===== src/rtl/icache_pkg.sv =====
// Fixed cache geometry for 32-bit byte addresses; changing a value here requires all derived widths to stay consistent

package icache_pkg;

  // Address and instruction word
  localparam int ADDR_W = 32;
  localparam int WORD_W = 32;

  // Line geometry of 8 words with 32 bits each
  localparam int LINE_WORDS = 8;
  localparam int LINE_W = LINE_WORDS * WORD_W;

  // Direct mapped with one line per set
  localparam int NUM_SETS = 8;
  localparam int SET_W = $clog2(NUM_SETS);

  // Byte offset within a line splits into word index and byte in word
  localparam int OFFSET_W = $clog2(LINE_W / 8);
  localparam int BYTE_OFF_W = OFFSET_W - $clog2(LINE_WORDS);

  // Everything above set and offset is tag
  localparam int TAG_W = ADDR_W - SET_W - OFFSET_W;

  // Word 0 sits in the least significant 32 bits
  typedef logic [LINE_WORDS-1:0][WORD_W-1:0] line_t;

  // Refill controller handshake phases
  typedef enum logic [1:0] {
    RF_IDLE,
    // req high, waiting for memory ack
    RF_REQ,
    // req low, waiting for ack to return low
    RF_DROP
  } refill_state_e;

endpackage

===== src/rtl/icache_top.sv =====
// Two read-port instruction cache; a port must hold rd_en and address until o_hit, one refill outstanding

`timescale 1ns/1ps

module icache_top
  import icache_pkg::*;
(
  input  logic              cs,
  input  logic              i_arst_n,

  // Fetch ports
  input  logic [ADDR_W-1:0] i_rd_addr_0,
  input  logic [ADDR_W-1:0] i_rd_addr_1,
  input  logic              i_rd_en_0,
  input  logic              i_rd_en_1,
  output logic [WORD_W-1:0] o_instr_0,
  output logic [WORD_W-1:0] o_instr_1,
  output logic              o_hit_0,
  output logic              o_hit_1,

  // Memory bus
  output logic              o_mem_req,
  output logic [ADDR_W-1:0] o_mem_addr,
  input  logic              i_mem_ack,
  input  logic [LINE_W-1:0] i_mem_data
);

  logic                       hit_0;
  logic                       hit_1;
  logic [WORD_W-1:0]          word_0;
  logic [WORD_W-1:0]          word_1;
  logic                       refill_start;
  logic [ADDR_W-OFFSET_W-1:0] refill_line_addr;
  logic                       refill_done;
  logic                       wr_en;
  logic [SET_W-1:0]           wr_set;
  logic [TAG_W-1:0]           wr_tag;
  line_t                      wr_line;

  miss_arbiter u_arbiter (
    .cs                 (cs),
    .i_arst_n           (i_arst_n),
    .i_rd_en_0          (i_rd_en_0),
    .i_rd_en_1          (i_rd_en_1),
    .i_rd_addr_0        (i_rd_addr_0),
    .i_rd_addr_1        (i_rd_addr_1),
    .i_hit_0            (hit_0),
    .i_hit_1            (hit_1),
    .i_refill_done      (refill_done),
    .o_refill_start     (refill_start),
    .o_refill_line_addr (refill_line_addr)
  );

  icache_array u_array (
    .cs        (cs),
    .i_arst_n  (i_arst_n),
    .i_addr_0  (i_rd_addr_0),
    .i_addr_1  (i_rd_addr_1),
    .i_wr_en   (wr_en),
    .i_wr_set  (wr_set),
    .i_wr_tag  (wr_tag),
    .i_wr_line (wr_line),
    .o_hit_0   (hit_0),
    .o_hit_1   (hit_1),
    .o_word_0  (word_0),
    .o_word_1  (word_1)
  );

  refill_ctrl u_refill (
    .cs                 (cs),
    .i_arst_n           (i_arst_n),
    .i_refill_start     (refill_start),
    .i_refill_line_addr (refill_line_addr),
    .o_refill_done      (refill_done),
    .o_wr_en            (wr_en),
    .o_wr_set           (wr_set),
    .o_wr_tag           (wr_tag),
    .o_wr_line          (wr_line),
    .o_mem_req          (o_mem_req),
    .o_mem_addr         (o_mem_addr),
    .i_mem_ack          (i_mem_ack),
    .i_mem_data         (i_mem_data)
  );

  // Idle ports report no hit and a zero word
  assign o_hit_0   = hit_0 & i_rd_en_0;
  assign o_hit_1   = hit_1 & i_rd_en_1;
  assign o_instr_0 = word_0 & {WORD_W{i_rd_en_0}};
  assign o_instr_1 = word_1 & {WORD_W{i_rd_en_1}};

endmodule


===== src/rtl/refill_ctrl.sv =====
// Four-phase req/ack master for line fills; assumes memory holds data valid while ack is high

`timescale 1ns/1ps

module refill_ctrl
  import icache_pkg::*;
(
  input  logic                       cs,
  input  logic                       i_arst_n,

  // From the arbiter
  input  logic                       i_refill_start,
  input  logic [ADDR_W-OFFSET_W-1:0] i_refill_line_addr,
  output logic                       o_refill_done,

  // Line write toward the array
  output logic                       o_wr_en,
  output logic [SET_W-1:0]           o_wr_set,
  output logic [TAG_W-1:0]           o_wr_tag,
  output line_t                      o_wr_line,

  // Memory bus
  output logic                       o_mem_req,
  output logic [ADDR_W-1:0]          o_mem_addr,
  input  logic                       i_mem_ack,
  input  logic [LINE_W-1:0]          i_mem_data
);

  refill_state_e              state_q;
  refill_state_e              state_d;
  logic                       pend_q;
  logic                       fill_q;
  logic [ADDR_W-OFFSET_W-1:0] addr_q;
  line_t                      line_q;

  // Next state
  always_comb begin
    state_d = state_q;
    case (state_q)
      RF_IDLE: begin
        if (i_refill_start || pend_q) begin
          state_d = RF_REQ;
        end
      end
      RF_REQ: begin
        if (i_mem_ack) begin
          state_d = RF_DROP;
        end
      end
      RF_DROP: begin
        // New req only once ack has been seen low
        if (!i_mem_ack) begin
          state_d = pend_q ? RF_REQ : RF_IDLE;
        end
      end
      default: begin
        state_d = RF_IDLE;
      end
    endcase
  end

  always_ff @(posedge cs or negedge i_arst_n) begin
    if (!i_arst_n) begin
      state_q <= RF_IDLE;
      pend_q  <= 1'b0;
      fill_q  <= 1'b0;
    end else begin
      state_q <= state_d;
      fill_q  <= (state_q == RF_REQ) && i_mem_ack;
      // A start arriving while ack is still settling waits here
      if (state_d == RF_REQ) begin
        pend_q <= 1'b0;
      end else if (i_refill_start) begin
        pend_q <= 1'b1;
      end
    end
  end

  // Line address and returned data
  always_ff @(posedge cs) begin
    if (i_refill_start) begin
      addr_q <= i_refill_line_addr;
    end
    if ((state_q == RF_REQ) && i_mem_ack) begin
      line_q <= i_mem_data;
    end
  end

  assign o_mem_req  = (state_q == RF_REQ);
  assign o_mem_addr = {addr_q, {OFFSET_W{1'b0}}};

  // Write and done share the pulse after ack
  assign o_wr_en       = fill_q;
  assign o_refill_done = fill_q;
  assign o_wr_set      = addr_q[SET_W-1:0];
  assign o_wr_tag      = addr_q[SET_W +: TAG_W];
  assign o_wr_line     = line_q;

endmodule


===== src/rtl/icache_array.sv =====
// Direct-mapped tag and data storage with two combinational lookups and one refill write; only valid bits reset

`timescale 1ns/1ps

module icache_array
  import icache_pkg::*;
(
  input  logic              cs,
  input  logic              i_arst_n,

  // Lookup ports
  input  logic [ADDR_W-1:0] i_addr_0,
  input  logic [ADDR_W-1:0] i_addr_1,

  // Line write from the refill controller
  input  logic              i_wr_en,
  input  logic [SET_W-1:0]  i_wr_set,
  input  logic [TAG_W-1:0]  i_wr_tag,
  input  line_t             i_wr_line,

  output logic              o_hit_0,
  output logic              o_hit_1,
  output logic [WORD_W-1:0] o_word_0,
  output logic [WORD_W-1:0] o_word_1
);

  logic [NUM_SETS-1:0] valid_q;
  logic [TAG_W-1:0]    tag_q  [NUM_SETS];
  line_t               data_q [NUM_SETS];

  // Port signals gathered so both lookups share one description
  logic [ADDR_W-1:0]   addr   [2];
  logic                hit    [2];
  logic [WORD_W-1:0]   word   [2];

  assign addr[0] = i_addr_0;
  assign addr[1] = i_addr_1;

  for (genvar p = 0; p < 2; p++) begin : g_lookup
    logic [TAG_W-1:0]               lk_tag;
    logic [SET_W-1:0]               lk_set;
    logic [OFFSET_W-BYTE_OFF_W-1:0] lk_word;

    // tag | set | word | byte
    assign lk_tag  = addr[p][ADDR_W-1 -: TAG_W];
    assign lk_set  = addr[p][OFFSET_W +: SET_W];
    assign lk_word = addr[p][BYTE_OFF_W +: OFFSET_W-BYTE_OFF_W];

    always_comb begin
      hit[p] = valid_q[lk_set] && (tag_q[lk_set] == lk_tag);
      if (hit[p]) begin
        word[p] = data_q[lk_set][lk_word];
      end else begin
        word[p] = '0;
      end
    end
  end

  assign o_hit_0  = hit[0];
  assign o_hit_1  = hit[1];
  assign o_word_0 = word[0];
  assign o_word_1 = word[1];

  // Valid bits
  always_ff @(posedge cs or negedge i_arst_n) begin
    if (!i_arst_n) begin
      valid_q <= '0;
    end else if (i_wr_en) begin
      valid_q[i_wr_set] <= 1'b1;
    end
  end

  // Tag and line storage replaced whole on refill
  always_ff @(posedge cs) begin
    if (i_wr_en) begin
      tag_q[i_wr_set]  <= i_wr_tag;
      data_q[i_wr_set] <= i_wr_line;
    end
  end

endmodule


===== src/rtl/miss_arbiter.sv =====
// Serves one refill at a time with port 0 priority; a dropped read during a refill does not cancel it

`timescale 1ns/1ps

module miss_arbiter
  import icache_pkg::*;
(
  input  logic                       cs,
  input  logic                       i_arst_n,

  // Fetch side
  input  logic                       i_rd_en_0,
  input  logic                       i_rd_en_1,
  input  logic [ADDR_W-1:0]          i_rd_addr_0,
  input  logic [ADDR_W-1:0]          i_rd_addr_1,

  // Lookup result from the array
  input  logic                       i_hit_0,
  input  logic                       i_hit_1,

  // Refill controller
  input  logic                       i_refill_done,
  output logic                       o_refill_start,
  output logic [ADDR_W-OFFSET_W-1:0] o_refill_line_addr
);

  logic                       miss_0;
  logic                       miss_1;
  logic [ADDR_W-OFFSET_W-1:0] grant_line;

  logic                       busy_q;
  logic                       start_q;
  logic [ADDR_W-OFFSET_W-1:0] line_q;

  // A miss is an enabled read without a hit
  assign miss_0 = i_rd_en_0 & ~i_hit_0;
  assign miss_1 = i_rd_en_1 & ~i_hit_1;

  // Fixed priority with port 0 first
  always_comb begin
    if (miss_0) begin
      grant_line = i_rd_addr_0[ADDR_W-1:OFFSET_W];
    end else begin
      grant_line = i_rd_addr_1[ADDR_W-1:OFFSET_W];
    end
  end

  // Busy from accept until refill_done; the cycle after done is idle
  // so the array can show the new hit before any miss is sampled
  always_ff @(posedge cs or negedge i_arst_n) begin
    if (!i_arst_n) begin
      busy_q  <= 1'b0;
      start_q <= 1'b0;
    end else begin
      start_q <= 1'b0;
      if (busy_q) begin
        if (i_refill_done) begin
          busy_q <= 1'b0;
        end
      end else if (miss_0 || miss_1) begin
        busy_q  <= 1'b1;
        start_q <= 1'b1;
      end
    end
  end

  // Held line address
  always_ff @(posedge cs) begin
    if (!busy_q && (miss_0 || miss_1)) begin
      line_q <= grant_line;
    end
  end

  assign o_refill_start     = start_q;
  assign o_refill_line_addr = line_q;

endmodule


===== config.mk =====
export PLATFORM = sky130hd
export DESIGN_NAME = icache_top
export DESIGN_NICKNAME = d
export VERILOG_FILES = /design/src/rtl/icache_pkg.sv /design/src/rtl/icache_top.sv /design/src/rtl/refill_ctrl.sv /design/src/rtl/icache_array.sv /design/src/rtl/miss_arbiter.sv
export SDC_FILE = /design/constraint.sdc
export NUM_CORES = 2
export LEC_CHECK = 0
export ABC_AREA = 0
export BUFFER_PORTS_ARGS = -buffer_cell sky130_fd_sc_hd__buf_4
export CORE_ASPECT_RATIO = 0.8
export CORE_UTILIZATION = 56
export CTS_CLUSTER_DIAMETER = 80
export DETAILED_ROUTE_END_ITERATION = 12
export HOLD_SLACK_MARGIN = 0.12
export PLACE_DENSITY = 0.76
export SYNTH_ARGS = -nofsm -noshare
export SYNTH_HDL_FRONTEND = slang
export SYNTH_SLANG_ARGS = --single-unit

===== constraint.sdc =====
create_clock -name cs -period 21.9 [get_ports cs]
set_input_delay 4.38 -clock cs [delete_from_list [all_inputs] [get_ports cs]]
set_output_delay 4.38 -clock cs [all_outputs]
set_load 0.01 [all_outputs]

==> flow_summary.ini <==
[cts]
clockBufferDepth = 3
root_buffer = clkbuf_16
htree_levels = 4
cts_setup_buffers = 0
postCtsHoldBufs = 0
clk_latency_ns = 0.89
cts_made_buffers = 235
cts_num_sinks = 2564
cts_resized = 0
cts_tree = done
path_clk_slew_ns = 0.06

[synth]
ys_top_cells_by_area = edfxtp_1 68%, mux4_2 28%, mux2i_1 0.73%, buf_2 0.61%, clkbuf_1 0.48%
synth_seq_cells = 2564
synth_top_area_cell = edfxtp_1
synth-async-reset-ratio_pct = 0.5460
avgSynthCellArea_sq_um = 24.20
synth_seq_area_share_pct = 67.96
yosysTopAreaCellShare_pct = 67.65
synth_flop_cell = edfxtp_1
synth_edf_count = 2550
yosysWarningCount = 0
ys_top_cells_by_count = 2,550 x edfxtp_1, 1,416 x mux4_2, 146 x clkbuf_1
netlist_area_sq_mm = 0.1132
synth_most_common_cell = edfxtp_1
syn_inst = 4677
synth_cell_type_count = 40

[critical_path]
crit_chain = buf_8 -> buf_4 -> buf_12 -> buf_4 -> mux4_2 -> mux4_2 -> mux4_2 -> nor2b_1 -> buf_4
critical-path-max-stage-delay_ns = 0.84
reg2reg_depth = 5
crit_path_end_kind = output pin
crit_path_start_kind = input pin
critPathKind = in -> out
worstPathMaxFanout = 140
timing.rr.end = u_array.data_q[3][25]
crit_buf_inv = 5
crit_required_ns = 17.52
crit_family = buffers and inverters
rr_startpoint = u_refill.addr_q[2]
critPathSlowestCell = buf_4
critPathArrivalTime_ns = 9.56
rrSetupSlack_ns = 17.11

[power_and_ir_drop]
leakage_nw = 39.72
power.density_mw_per_mm2 = 88.41
ir_worst_vdd_mv = 0.08402

[run]
maxCapViolations = 0

[outcome]
run_status = completed

[timing]
finalClockSkew_ns = 0.04808
hold_violations = 0
tightestPinTransition_ns = 1.236
slew_headroom_pct = 17.08
rsz0062_at_grt = no
tns_ns = 0
min_period_ns = 13.94
drv_slew = 0
setup_viol = 0
fin_crit_sh_pct = 63.63
fmax_ghz = 0.07176
fin_hold_ws_ns = 0.3954

[placed_design]
dp.cells = 7526
finalWeightedCongestion = 0.8252
io_buffers = 414
hpwl_mm = 183.5

[floorplan]
die_h_microns = 404.1
die_area_sq_mm = 0.2039
core-area_sq_mm = 0.2007
fp-row-count = 147
initial_core_util_pct = 56.41
fp.dieW_microns = 504.7
io_pins = 424

[final_layout]
area_growth_syn_to_layout_pct = 12.03
utilization_pct = 63.19
final_nets = 5406
layout-drive-gt1-share_pct = 43.73
stdcell_count = 7979

[grt]
grt_pass1_vias = 57861
grt_overflow = 0
grt_max_degree = 141
grt.total_usage_pct = 30.51
antenna_found_initial = 33
grt_pass1_wl_mm = 435.3

[drt]
drc = 0
drtIter0Drc = 8911
vias = 57598
wl_per_cell_microns = 38.64
via_per_inst = 7.219
ant_nets = 0
finalWirelength_mm = 308.3
dr.pass1.iters = 6

[hold_path]
min-delay-start = u_arbiter.o_refill_line_addr[18]
hold_class = reg -> reg
hold_path_depth = 0
min_to = u_refill.addr_q[18]
## state kept, by name, indices dropped and copies added (netlist names)
| register | flops |
|---|---|
| u_array.valid_q | 8 |
| u_arbiter.o_refill_start | 1 |
| u_array.tag_q | 192 |
| u_refill.o_refill_done | 1 |
| u_arbiter.busy_q | 1 |
| u_refill.o_wr_line | 256 |
| u_arbiter.o_refill_line_addr | 27 |
| u_refill.pend_q | 1 |
| u_array.data_q | 2048 |
| u_refill.addr_q | 27 |
| u_refill.state_q | 2 |
## layout by cell type, fill, tap and decap left out, types with 4 or more instances in the layout
cell,Yosys,layout
or2_2,8,8
nand3_1,4,4
clkinvlp_4,0,11
buf_12,0,18
nand2_1,10,10
clkinv_1,0,52
clkinv_16,0,5
inv_1,6,6
nor2_4,0,6
conb_1,1,5
a22oi_1,8,8
a22o_1,6,6
clkinv_2,0,40
clkbuf_1,146,51
a21oi_1,5,4
mux2_2,27,27
dfrtp_1,14,13
inv_6,0,8
mux4_2,1416,1416
clkbuf_16,0,236
xor2_1,33,33
a211oi_1,25,25
buf_4,27,485
nor4_1,4,4
diode_2,0,15
nor2b_1,70,70
edfxtp_1,2550,2550
xnor2_1,7,7
bufinv_16,0,25
buf_8,0,6
mux2i_1,83,83
nor2_1,14,8
nand2b_1,6,6
nand4_1,6,6
## metrics by stage
stage	cell area [sq um]	setup slack [ns]	power, mW
floorplan	113200	0.6021	6.754
global placement	119100	7.951	7.138
detailed placement	119100	7.978	7.176
CTS	126800	7.963	11.25
global route	126800	7.802	11.49
finish	126800	7.965	11.21
## kinds of logic (layout without fill, tap and decap cells)
| group | Yosys count | after routing | synth area share [%] |
|---|---|---|---|
| compound gates | 59 | 59 | 0.3913 |
| xor+xnor | 40 | 40 | 0.3095 |
| buf+inv | 354 | 955 | 1.481 |
| flops | 2564 | 2564 | 67.96 |
| mux | 1526 | 1526 | 29.18 |
| other cells | 1 | 20 | 0.003313 |
| simple gates | 133 | 133 | 0.6776 |
## routing by layer
metal	GRT usage (%)	wire length, microns
met1	43.00	111800
met2	45.93	145100
met3	6.821	34880
met4	14.79	16530
met5	0	83
## how the worst max path moves through the flow
stage | from | end | slack, ns | depth (start not counted)
after floorplan | u_refill.addr_q[2] | u_array.valid_q[0] | 0.60 | 2
after global placement | i_rd_addr_1[6] | o_instr_1[29] | 7.95 | 9
after detailed placement | i_rd_addr_1[6] | o_instr_1[29] | 7.98 | 9
after CTS | i_rd_addr_1[6] | o_instr_1[29] | 7.96 | 9
after global routing | i_rd_addr_0[5] | o_instr_0[29] | 7.80 | 9
final | i_rd_addr_1[6] | o_instr_1[29] | 7.96 | 9
## power breakdown
| part | switching, mW | internal [mW] | leakage, nW | total (mW) |
|---|---|---|---|---|
| Combinational | 0.598 | 0.462 | 12.8 | 1.06 |
| Clock | 1.85 | 2.28 | 3.72 | 4.13 |
| Sequential | 0.233 | 5.79 | 23.2 | 6.02 |
## layout make-up
cell class              count  area [sq um]
clock inverters           151          1589
flip-flops and latches   2564         76930
fillers                 12891         73860
diodes                     15         37.54
inverters                   6         22.52
multi-input cells        1763         34670
repair buffers            511          4114
well taps                2682          3356
clock buffers             287          6097
(Power assumes the default switching activity.)
